$ cat src/verilog/uart_pkg.sv
`default_nettype none

package uart_pkg;

    // Serial timing
    localparam int clks_per_bit = 10;                  // Clock cycles per serial bit
    localparam int half_bit     = clks_per_bit / 2;    // Mid-bit sample point
    localparam int cnt_w        = $clog2(clks_per_bit); // Bit-period counter width

    // Frame layout
    localparam int frame_bits   = 11;                  // Start + 8 data + parity + stop
    localparam int data_bits    = 8;
    localparam int frame_cnt_w  = $clog2(frame_bits);  // Frame bit index width

    // Status word bit positions
    localparam int status_tx_busy_bit    = 0;
    localparam int status_rx_valid_bit   = 1;
    localparam int status_parity_err_bit = 2;

    // Register offsets on paddr[3:0]
    typedef enum logic [3:0] {
        addr_data   = 4'h0,          // TX write, RX read
        addr_status = 4'h4,          // Read only
        addr_ctrl   = 4'h8           // Parity select
    } reg_addr_e;

    // Receiver FSM
    typedef enum logic [2:0] {
        rx_idle,                     // Waiting for falling edge
        rx_start,                    // Confirming start bit
        rx_bits,                     // Eight data bits
        rx_parity,                   // Parity bit
        rx_stop                      // Stop bit check
    } rx_state_e;

    // Transmitter FSM
    typedef enum logic {
        tx_idle,
        tx_shift
    } tx_state_e;

endpackage

`default_nettype wire
$ cat src/verilog/uart_byte_if.sv
`default_nettype none

interface uart_byte_if;

    logic       valid;           // Source has a byte
    logic       ready;           // Sink can take it
    logic [7:0] data;
    logic       odd_parity;      // Parity select, always from the register block
    logic       parity_error;    // Only meaningful on the rx path

    // Register block sending to the serializer
    modport tx_src (output valid, output data, output odd_parity, input ready);
    modport tx_dst (input valid, input data, input odd_parity, output ready);

    // Deserializer offering to the register block; no back-pressure, byte dropped if not ready
    modport rx_src (output valid, output data, output parity_error, input odd_parity);
    modport rx_dst (input valid, input data, input parity_error,
                    output ready, output odd_parity);

endinterface

`default_nettype wire

$ cat src/verilog/uart_top.sv
`default_nettype none

module uart_top (
    input  wire         clk,
    input  wire         reset,
    input  wire         psel,
    input  wire         penable,
    input  wire         pwrite,
    input  wire  [3:0]  paddr,
    input  wire  [31:0] pwdata,
    output logic [31:0] prdata,
    output logic        tx,
    input  wire         rx
);

    logic tx_busy_line;                 // Serializer not idle

    uart_byte_if tx_link ();            // Registers to serializer
    uart_byte_if rx_link ();            // Deserializer to registers

    uart_apb_regs regs_i (
        .clk          (clk),
        .reset        (reset),
        .psel         (psel),
        .penable      (penable),
        .pwrite       (pwrite),
        .paddr        (paddr),
        .pwdata       (pwdata),
        .prdata       (prdata),
        .tx_busy_line (tx_busy_line),
        .tx_out       (tx_link.tx_src),
        .rx_in        (rx_link.rx_dst)
    );

    uart_tx tx_i (
        .clk     (clk),
        .reset   (reset),
        .byte_in (tx_link.tx_dst),
        .tx      (tx),
        .busy    (tx_busy_line)
    );

    uart_rx rx_i (
        .clk      (clk),
        .reset    (reset),
        .rx       (rx),
        .byte_out (rx_link.rx_src)
    );

endmodule

`default_nettype wire

$ cat src/verilog/uart_rx.sv
`default_nettype none

module uart_rx (
    input  wire         clk,
    input  wire         reset,
    input  wire         rx,
    uart_byte_if.rx_src byte_out
);

    import uart_pkg::*;

    rx_state_e        state;
    logic [1:0]       rx_sync;          // Two-flop synchronizer
    logic             rx_s;             // Synchronized line
    logic [cnt_w-1:0] clk_cnt;          // Cycles since last sample point
    logic [2:0]       bit_cnt;          // Data bit index
    logic [7:0]       shift_reg;        // Data, LSB arrives first
    logic             parity_rx;        // Received parity bit
    logic             valid_q;
    logic             full_bit;         // One bit period since last sample
    logic             mid_start;        // Middle of the start bit

    assign rx_s      = rx_sync[1];
    assign full_bit  = (clk_cnt == cnt_w'(clks_per_bit - 1));
    assign mid_start = (clk_cnt == cnt_w'(half_bit - 1));

    assign byte_out.valid = valid_q;
    assign byte_out.data  = shift_reg;
    // Ones across data and parity must be even, or odd when selected
    assign byte_out.parity_error = (^{shift_reg, parity_rx}) ^ byte_out.odd_parity;

    always_ff @(posedge clk)
    begin
        if (reset)
            rx_sync <= 2'b11;           // Line idles high
        else
            rx_sync <= {rx_sync[0], rx};
    end

    always_ff @(posedge clk)
    begin
        if (reset)
        begin
            state   <= rx_idle;
            clk_cnt <= '0;
            bit_cnt <= '0;
            valid_q <= 1'b0;
        end
        else
        begin
            valid_q <= 1'b0;            // One-cycle pulse
            case (state)
                rx_idle:
                begin
                    clk_cnt <= '0;
                    bit_cnt <= '0;
                    if (!rx_s)
                        state <= rx_start;  // First low sample
                end
                rx_start:
                begin
                    if (mid_start)
                    begin
                        clk_cnt <= '0;  // Later samples are one period apart
                        if (rx_s)
                            state <= rx_idle;  // Glitch, not a start bit
                        else
                            state <= rx_bits;
                    end
                    else
                    begin
                        clk_cnt <= clk_cnt + 1'b1;
                    end
                end
                rx_bits:
                begin
                    if (full_bit)
                    begin
                        clk_cnt <= '0;
                        bit_cnt <= bit_cnt + 1'b1;
                        if (bit_cnt == 3'd7)
                            state <= rx_parity;
                    end
                    else
                    begin
                        clk_cnt <= clk_cnt + 1'b1;
                    end
                end
                rx_parity:
                begin
                    if (full_bit)
                    begin
                        clk_cnt <= '0;
                        state   <= rx_stop;
                    end
                    else
                    begin
                        clk_cnt <= clk_cnt + 1'b1;
                    end
                end
                rx_stop:
                begin
                    if (full_bit)
                    begin
                        clk_cnt <= '0;
                        valid_q <= rx_s;    // Low stop bit drops the frame
                        state   <= rx_idle;
                    end
                    else
                    begin
                        clk_cnt <= clk_cnt + 1'b1;
                    end
                end
                default: state <= rx_idle;
            endcase
        end
    end

    // Payload capture at the data and parity sample points
    always_ff @(posedge clk)
    begin
        if (state == rx_bits && full_bit)
            shift_reg <= {rx_s, shift_reg[7:1]};
        if (state == rx_parity && full_bit)
            parity_rx <= rx_s;
    end

endmodule

`default_nettype wire

$ cat src/verilog/uart_tx.sv
`default_nettype none

module uart_tx (
    input  wire         clk,
    input  wire         reset,
    uart_byte_if.tx_dst byte_in,
    output logic        tx,
    output logic        busy
);

    import uart_pkg::*;

    tx_state_e              state;
    logic [frame_bits-1:0]  frame;      // Bit 0 is on the line
    logic [cnt_w-1:0]       clk_cnt;    // Cycles within the current bit
    logic [frame_cnt_w-1:0] bit_cnt;    // Index of the bit on the line
    logic                   parity_bit;
    logic                   bit_end;    // Last cycle of a bit
    logic                   take;       // Handshake

    assign byte_in.ready = (state == tx_idle);   // Ready only while idle
    assign busy          = (state != tx_idle);
    assign take          = byte_in.valid && byte_in.ready;

    // Even parity is the XOR of the data, odd flips it
    assign parity_bit = (^byte_in.data) ^ byte_in.odd_parity;

    assign bit_end = (clk_cnt == cnt_w'(clks_per_bit - 1));

    // Line driven straight from the shift register flop
    assign tx = frame[0];

    always_ff @(posedge clk)
    begin
        if (reset)
        begin
            state   <= tx_idle;
            frame   <= '1;              // Idle line high
            clk_cnt <= '0;
            bit_cnt <= '0;
        end
        else
        begin
            case (state)
                tx_idle:
                begin
                    if (take)
                    begin
                        // Stop, parity, data LSB first, start
                        frame   <= {1'b1, parity_bit, byte_in.data, 1'b0};
                        clk_cnt <= '0;
                        bit_cnt <= '0;
                        state   <= tx_shift;
                    end
                end
                tx_shift:
                begin
                    if (bit_end)
                    begin
                        clk_cnt <= '0;
                        frame   <= {1'b1, frame[frame_bits-1:1]};  // Shift in idle ones
                        if (bit_cnt == frame_cnt_w'(frame_bits - 1))
                            state <= tx_idle;  // Stop bit done
                        else
                            bit_cnt <= bit_cnt + 1'b1;
                    end
                    else
                    begin
                        clk_cnt <= clk_cnt + 1'b1;
                    end
                end
                default: state <= tx_idle;
            endcase
        end
    end

endmodule

`default_nettype wire

$ cat src/verilog/uart_apb_regs.sv
`default_nettype none

module uart_apb_regs (
    input  wire         clk,
    input  wire         reset,
    input  wire         psel,
    input  wire         penable,
    input  wire         pwrite,
    input  wire  [3:0]  paddr,
    input  wire  [31:0] pwdata,
    output logic [31:0] prdata,
    input  wire         tx_busy_line,   // Serializer not idle
    uart_byte_if.tx_src tx_out,
    uart_byte_if.rx_dst rx_in
);

    import uart_pkg::*;

    logic       access;                 // APB access phase
    logic       wr_data;
    logic       wr_ctrl;
    logic       rd_data;
    logic       odd_parity;             // CTRL bit 0
    logic       tx_hold_valid;          // TX holding register full
    logic [7:0] tx_hold_data;
    logic       rx_hold_valid;          // RX holding register full
    logic [7:0] rx_hold_data;
    logic       rx_parity_err;          // Belongs to rx_hold_data
    logic       tx_busy;
    logic       tx_fire;                // TX handshake
    logic       rx_fire;                // RX handshake

    assign access  = psel && penable;
    assign wr_data = access && pwrite && (paddr == addr_data);
    assign wr_ctrl = access && pwrite && (paddr == addr_ctrl);
    assign rd_data = access && !pwrite && (paddr == addr_data);

    // Busy until the holding register drains and the frame is out
    assign tx_busy = tx_hold_valid || tx_busy_line;

    assign tx_out.valid      = tx_hold_valid;
    assign tx_out.data       = tx_hold_data;
    assign tx_out.odd_parity = odd_parity;
    assign tx_fire           = tx_out.valid && tx_out.ready;

    assign rx_in.ready       = !rx_hold_valid;   // Take a byte only when empty
    assign rx_in.odd_parity  = odd_parity;
    assign rx_fire           = rx_in.valid && rx_in.ready;

    // Control register
    always_ff @(posedge clk)
    begin
        if (reset)
            odd_parity <= 1'b0;
        else if (wr_ctrl)
            odd_parity <= pwdata[0];
    end

    // TX holding register, write ignored while busy
    always_ff @(posedge clk)
    begin
        if (reset)
            tx_hold_valid <= 1'b0;
        else if (wr_data && !tx_busy)
            tx_hold_valid <= 1'b1;
        else if (tx_fire)
            tx_hold_valid <= 1'b0;      // Serializer took it
    end

    always_ff @(posedge clk)
    begin
        if (wr_data && !tx_busy)
            tx_hold_data <= pwdata[7:0];  // Payload only, no reset
    end

    // RX holding register with its parity flag
    always_ff @(posedge clk)
    begin
        if (reset)
        begin
            rx_hold_valid <= 1'b0;
            rx_parity_err <= 1'b0;
        end
        else if (rx_fire)
        begin
            rx_hold_valid <= 1'b1;
            rx_parity_err <= rx_in.parity_error;
        end
        else if (rd_data)
        begin
            rx_hold_valid <= 1'b0;      // Read consumes the byte
            rx_parity_err <= 1'b0;
        end
    end

    always_ff @(posedge clk)
    begin
        if (rx_fire)
            rx_hold_data <= rx_in.data;   // Stays readable after valid clears
    end

    // Read mux, live only in the access cycle
    always_comb
    begin
        prdata = '0;
        if (access && !pwrite)
        begin
            case (paddr)
                addr_data:   prdata[7:0] = rx_hold_data;
                addr_status:
                begin
                    prdata[status_tx_busy_bit]    = tx_busy;
                    prdata[status_rx_valid_bit]   = rx_hold_valid;
                    prdata[status_parity_err_bit] = rx_parity_err;
                end
                addr_ctrl:   prdata[0] = odd_parity;
                default:     prdata = '0;
            endcase
        end
    end

endmodule

`default_nettype wire

$ cat config.mk
export PLATFORM = sky130hd
export DESIGN_NAME = uart_top
export DESIGN_NICKNAME = d
export VERILOG_FILES = /design/src/verilog/uart_pkg.sv /design/src/verilog/uart_byte_if.sv /design/src/verilog/uart_top.sv /design/src/verilog/uart_rx.sv /design/src/verilog/uart_tx.sv /design/src/verilog/uart_apb_regs.sv
export SDC_FILE = /design/constraint.sdc
export NUM_CORES = 1
export LEC_CHECK = 0
export ABC_AREA = 1
export CAP_MARGIN = 20
export CORE_MARGIN = 10
export CORE_UTILIZATION = 35
export CTS_CLUSTER_SIZE = 28
export DETAILED_ROUTE_END_ITERATION = 12
export DONT_BUFFER_PORTS = 1
export GPL_ROUTABILITY_DRIVEN = 0
export PLACE_DENSITY = 0.47
export RECOVER_POWER = 25
export SLEW_MARGIN = 20
export SYNTH_ARGS = -nofsm -noshare
export SYNTH_HDL_FRONTEND = slang
export SYNTH_SLANG_ARGS = --single-unit
$ cat constraint.sdc
create_clock -name clk -period 1.9 [get_ports clk]
set_clock_uncertainty 0.15 [all_clocks]
set_input_delay 0.285 -clock clk [delete_from_list [all_inputs] [get_ports clk]]
set_output_delay 0.285 -clock clk [all_outputs]
set_load 0.005 [all_outputs]
==> results of run 1 <==
-- registers in the layout (all words and copies together), names as in the netlist, 2 cells and up --
register / flops
rx_i.state: 3
rx_i.rx_sync: 2
regs_i.rx_hold_data: 8
rx_i.byte_out.data: 8
tx_i.frame: 10
rx_i.bit_cnt: 3
tx_i.bit_cnt: 4
regs_i.tx_out.data: 8
tx_i.clk_cnt: 4
rx_i.clk_cnt: 4
-- worst register-to-register path, delay by kind of cell, from the launching register on --
family | cells | cell delay, ns
flip-flops | 1 | 0.41
adder cells (fa/ha/maj) | 1 | 0.18
AO/OA/AOI/OAI | 2 | 0.21
AND/OR/NAND/NOR | 4 | 0.46
buffers and inverters | 1 | 0.13
-- power by group --
group | internal [µW] | switching, µW
registers | 1420 | 63.8
clock network | 598 | 521
logic | 182 | 315
-- path summary, 6_finish.rpt --
path	end	slack, ns	cells past startpoint
worst max-delay path	tx_i.bit_cnt[0]$_SDFFE_PP0P_	0.21	8
worst max register to register	tx_i.bit_cnt[0]$_SDFFE_PP0P_	0.21	8
worst min-delay path	regs_i.rx_in.odd_parity$_SDFFE_PP0P_	0.12	4
worst min register to register	rx_i.rx_sync[1]$_SDFF_PP1_	0.27	1
-- layout make-up --
cell class / count / area share (%)
Clock inverter: 7 / 1.892
Sequential cell: 61 / 41.98
Inverter: 60 / 6.498
Tap cell: 108 / 3.856
Clock buffer: 9 / 3.534
Multi-Input combinational cell: 264 / 37.67
Timing Repair Buffer: 18 / 4.570
-- cells in the mapped netlist, types with 5 or more instances --
| cell | n |
|---|---|
| nand2_1 | 99 |
| inv_1 | 54 |
| dfxtp_1 | 36 |
| nor2_1 | 34 |
| buf_4 | 25 |
| edfxtp_1 | 25 |
| nand3_1 | 17 |
| a21oi_1 | 16 |
| o21ai_0 | 16 |
| ha_1 | 9 |
| o211ai_1 | 9 |
| o21ai_1 | 6 |
| inv_2 | 5 |
| nor3_1 | 5 |
-- per-layer routing --
metal | part of all wire [%] | routed length, µm | track usage [%]
met2 | 45 | 2852 | 15.97
met5 | 0 | 0 | 0
met1 | 48 | 3046 | 12.92
met4 | 1.3 | 83 | 3.713
met3 | 6.6 | 421 | 3.698
-- through the flow --
| step | worst slack [ns] | hold slack [ns] | instance area, µm² | instances |
|---|---|---|---|---|
| detailed placement | 0.2229 | 0.2127 | 3214 | 501 |
| global route | 0.02727 | 0.1608 | 3505 | 527 |
| CTS | 0.1816 | 0.1000 | 3505 | 527 |
| global placement | 0.2501 | 0.2108 | 3214 | 501 |
| finish | 0.2100 | 0.1219 | 3505 | 527 |
| floorplan | 0.4200 | 0.2339 | 3229 | 415 |
-- timing repair --
action | 4_1_cts | 5_1_grt
hold buffers | 10 | 0
hold endpoints to repair | 24 | 0
setup buffers | 0 | 0
-- cell families (layout without fill, tap and decap cells) --
| kind of cell | after synthesis | after routing | synth area share (%) |
|---|---|---|---|
| AOI/OAI and AO/OA | 53 | 53 | 9.873 |
| xor gates and xnor gates | 4 | 4 | 1.115 |
| adders and majority gates | 9 | 9 | 3.583 |
| buffers and inverters | 90 | 94 | 13.93 |
| DFF | 61 | 61 | 46.82 |
| other | 1 | 24 | 0.1193 |
| and+or+nand+nor | 174 | 174 | 24.56 |
==> summary.txt, run 1 <==
Outcome
  • Outcome: finished, final reports clean

Floorplanning
  • Die ar.: roughly 13,000 µm²
  • CORE AREA: between 8000 and 9000 µm²
  • Starting Density: between 30% and 40%
  • Die Height: 114.8 µm
  • Row count: 34
  • Total I/O pin count: 75
  • Die span in x: 114.8 µm

Place
  • Post-DP HPWL: 4715 µm
  • PortBufs: 0

Cells and area
  • Util after Layout: 40.19%
  • FF/Latch Area: 1471 µm²
  • Area Overhead vs Synth: 11.50%
  • Fillers: 908
  • Most frequent cells in the layout: nand2_1 (99), inv_1 (54), dfxtp_1 (36), nor2_1 (34), edfxtp_1 (25)
  • Area occupied by multi-input gates: 1320 µm²
  • Layout cells sized above 1: 10.74%
  • # diodes: 0
  • Most common cell after layout, fill and taps aside: nand2_1
  • Layout net count: 465

Timing
  • Worst-Margin Slew: between 0.6 and 0.7 ns
  • Fin crit share: between 80% and 90%
  • Achievable frequency: 591.7 MHz
  • RSZ-0062 raised after global routing: no
  • Post-layout min period: between 1.5 and 2 ns
  • Slew Limit Fails: 0
  • # setup viols final: 0
  • Final Hold Vio Count: 0
  • Rel. slew slack: 59.74%
  • Post-route setup TNS: 0 ns

Global route
  • Overflow after GRT: 0
  • Tot GR Track Use: 10.30%
  • Vias in the first global route: 2,279
  • Largest net degree at the start of global routing: 20
  • First-pass GRT wire length: 11,030 µm
  • Initial antenna violation count: 0

CTS
  • Number of H-tree levels: 3
  • Inserted Clock Buffers: 9
  • CTS sink count: 61
  • CTS tree: built
  • Post-CTS sizing: 0
  • Clock slew at reported path FFs: 0.07 ns
  • Clk buf depth: 2
  • Skew-Pair Late Insertion Delay: between 0.3 and 0.4 ns
  • Root buffer cell: clkbuf_8

Job
  • MaxCap Viol Count: 0

Hold path
  • Hold_sp: pwrite
  • Hold Crit Class: input port to register

Drt
  • Drt wl/cell: roughly 12 µm
  • Drt drc: 0
  • Via density: 4.414
  • DRT Pass-1 Iters: 4
  • DR iter-0 viols: 71
  • Routed Antenna Nets: 0
  • Routed wire length: 6404 µm
  • Vias: 2,326

Setup path
  • Setup crit start kind: register
  • Crit path cell chain: ha_1, nand3_1, nand2_2, nand2_4, inv_4, nand2_2, a21oi_1, a211oi_2
  • CP max FO: 19
  • Top delay family on crit path: simple AND/OR/NAND/NOR gates
  • Worst endpoint required time: 1.95 ns
  • Worst path bufs/invs: 1
  • Setup CP Type: register to register
  • Critical Path Slowest Stage Cell: dfxtp_1
  • Cell mode on critical path: nand2_2
  • Reg2reg start: tx_i.clk_cnt[0]$_SDFFE_PP0P_
  • Max stage delay on crit path: about 0.41 ns
  • Worst Path Arrival: between 1.5 and 2 ns
  • CP startpoint: tx_i.clk_cnt[0]$_SDFFE_PP0P_
  • CP Capture Type: register

Power and ir drop
  • Worst VDD drop: 0.0005382 V
  • Cell leakage power: between 0.0015 and 0.002 µW
  • Pwr Density: 883.8 nW/µm²
  • Total power: 3097 µW

Synth
  • EDFF count, synth: 25
  • Synth Area per Inst: 8.018 µm²
  • Synthesis-stage register bit count: 61
  • Sequential share of the synthesized area: 46.82%
  • Warnings, synthesis: 0
  • Yosys top cell area share: between 20% and 30%
  • Synth unique cells: 36
  • Post-Syn Area: 3143 µm²
  • Cell accounting for the most synthesized area: edfxtp_1
  • Post-Synthesis Cells: roughly 400
  • Synth area leaders: edfxtp_1 (24%), dfxtp_1 (23%), nand2_1 (12%), inv_1 (6.4%), buf_4 (6.0%)
  • Post-synthesis async set-or-reset flop share: 0%
  • Main synth FF type: dfxtp_1
No activity file was read; power rests on OpenSTA's default activity.
==> inputs of run 2 (changes only) <==
- CORE_MARGIN: 10 -> 1.5
- clock period: 1.9 -> 1.7 ns (I/O delays scaled with it)
==> summary.txt, run 2 (synthesis results as in run 1) <==
Outcome
  • Outcome: finished, final reports clean

Cells and area
  • FF/Latch Area: 1476 µm² (+0.34%)
  • Final Cell Area: 3592 µm² (+2.5%)
  • # diodes: 0 (unchanged)
  • Top reg by flops: tx_i.frame
  • Fillers: 899 (-0.99%)
  • Max reg flops: 10 (unchanged)
  • Layout cells sized above 1: 13.41% (+2.7 points)
  • Area Overhead vs Synth: 14.29%
  • Area occupied by multi-input gates: 1325 µm² (+0.38%)
  • Most frequent cells in the layout: nand2_1 (98), inv_1 (53), nor2_1 (34), dfxtp_1 (32), edfxtp_1 (25)
  • Layout net count: 471 (+1.3%)
  • Most common cell after layout, fill and taps aside: nand2_1

Floorplanning
  • Die span in x: 97.77 µm (-15%)
  • Starting Density: 36.04% (unchanged)
  • Row count: 34 (unchanged)
  • Die ar.: 9558 µm² (-27%)
  • Die Height: 97.77 µm (-15%)
  • Total I/O pin count: 75 (unchanged)
  • CORE AREA: 8721 µm² (unchanged)

Setup path
  • Setup CP Type: register to output pin
  • CP startpoint: tx_i.busy$_SDFF_PP0_
  • R2r endpoint: rx_i.state[1]$_SDFFE_PP0P_
  • Worst Path Arrival: 1.20 ns (-0.54 ns)
  • Setup crit start kind: register
  • CP Capture Type: output pin
  • Reg2reg start: rx_i.clk_cnt[1]$_SDFFE_PP0P_
  • CP max FO: 4 (-15)
  • Worst endpoint required time: 1.29 ns (-0.66 ns)
  • R2R cell count: 10 (+2)
  • Critical path capture point: prdata[0]
  • R2R setup slack: 0.13 ns (-0.08 ns)

Global route
  • Largest net degree at the start of global routing: 22 (+10%)
  • Vias in the first global route: 2,123 (-6.8%)
  • Tot GR Track Use: 13.12% (+2.8 points)
  • First-pass GRT wire length: 9887 µm (-10%)
  • Overflow after GRT: 0 (unchanged)
  • Initial antenna violation count: 0 (unchanged)

Power and ir drop
  • Cell leakage power: 0.001655 µW (+2.4%)
  • Worst VDD drop: 0.0005055 V (-6.1%)
  • Pwr Density: 966.0 nW/µm² (+9.3%)

CTS
  • Root buffer cell: clkbuf_8
  • CTS sink count: 61 (unchanged)
  • Clk buf depth: 2 (unchanged)
  • Skew-Pair Late Insertion Delay: 0.34 ns (about the same)
  • Number of H-tree levels: 3 (unchanged)
  • CTS tree: built
  • Inserted Clock Buffers: 9 (unchanged)
  • Clock slew at reported path FFs: 0.07 ns (about the same)

Place
  • Cell Area, Placed: 3234 µm² (+0.62%)
  • Post-DP HPWL: 4225 µm (-10%)
  • PortBufs: 0 (unchanged)

Drt
  • Met2 WL: 2724 µm (-4.5%)
  • DRT Pass-1 Iters: 4 (unchanged)
  • Drt drc: 0 (unchanged)
  • Routed Antenna Nets: 0 (unchanged)
  • DR iter-0 viols: 65 (-8.5%)
  • Top Layer Used: met4
  • Routed wire length: 5896 µm (-7.9%)
  • M1 WL: 2859 µm (-6.1%)
  • Drt wl/cell: 11.06 µm (-9.0%)
  • Vias: 2,361 (+1.5%)
  • WL met3: 242 µm (-43%)
  • Via density: 4.430 (+0.36%)

Timing
  • Achievable frequency: 621.4 MHz
  • RSZ-0062 raised after global routing: yes
  • Final Hold Vio Count: 0 (unchanged)
  • Slew Limit Fails: 0 (unchanged)
  • Post-layout min period: approximately 1.6 ns
  • Worst-Margin Slew: 0.5806 ns (-0.02127 ns)
  • Fin crit share: 94.66%
  • Rel. slew slack: 61.16% (+1.4 points)
  • # setup viols final: 0 (unchanged)
  • Post-route setup TNS: 0 ns (unchanged)

Hold path
  • Hold Crit Class: input port to register

Job
  • MaxCap Viol Count: 0 (unchanged)
==> run 2: metal layers <==
layer,GRT usage [%],vias up
li1,-,1268
met1,16.84,1040
met2,20.78,48
met3,4.510,5
met4,4.286,0
met5,0,-
==> run 2: final cells by class <==
| cell class | count | share of cell area (%) |
|---|---|---|
| Sequential cell | 61 | 41.10 |
| Timing Repair Buffer | 24 | 6.409 |
| Clock buffer | 13 | 5.016 |
| Multi-Input combinational cell | 264 | 36.89 |
| Tap cell | 108 | 3.762 |
| Inverter | 60 | 6.339 |
| Clock inverter | 3 | 0.4876 |
==> run 2: worst min path at each step <==
stage | startpoint | endpoint | slack [ns] | cells after the start
6_report | pwrite | regs_i.rx_in.odd_parity$_SDFFE_PP0P_ | 0.09 | 4
5_1_grt | pwrite | regs_i.rx_in.odd_parity$_SDFFE_PP0P_ | 0.11 | 4
4_1_cts | pwrite | regs_i.rx_in.odd_parity$_SDFFE_PP0P_ | 0.07 | 4
3_5_place_dp | reset | regs_i.rx_hold_valid$_SDFFE_PP0P_ | 0.18 | 1
3_3_place_gp | reset | regs_i.rx_hold_valid$_SDFFE_PP0P_ | 0.18 | 1
2_1_floorplan | pwdata[0] | regs_i.tx_out.data[0]$_DFFE_PP_ | 0.20 | 0
==> run 2: metrics by stage <==
| stage | power [µW] | setup WS (ns) | util (%) | std cells | hold slack (ns) |
|---|---|---|---|---|---|
| after floorplan | 2169 | 0.2200 | - | 415 | 0.2039 |
| after global placement | 2217 | 0.1240 | 37.09 | 502 | 0.1803 |
| after detailed placement | 2225 | 0.1018 | 37.09 | 502 | 0.1804 |
| after CTS | 3517 | 0.006449 | 40.50 | 528 | 0.07254 |
| after global routing | 3693 | -0.02431 | 41.19 | 533 | 0.1137 |
| final | 3470 | 0.09080 | 41.19 | 533 | 0.08616 |
==> run 2: worst max-delay path, cell delays in order, from the launching register on <==
cell	delay, ns
dfxtp_2	0.34
nor2_4	0.15
inv_2	0.08
nand2_1	0.07
o211ai_1	0.08
nand2_1	0.09
inv_1	0.05
==> run 2: what timing repair did <==
action | CTS | global route
buffers inserted | 0 | 5
endpoints found under the setup margin | 0 | 9
endpoints found under the hold margin | 24 | 0
gates resized for setup | 0 | 7
hold buffers | 10 | 0
==> run 2: where the power goes <==
group          internal, µW  switching (µW)  leakage [µW]
Combinational           201             350       0.00104
Sequential             1590            73.8      0.000518
Clock                   693             565      0.000101
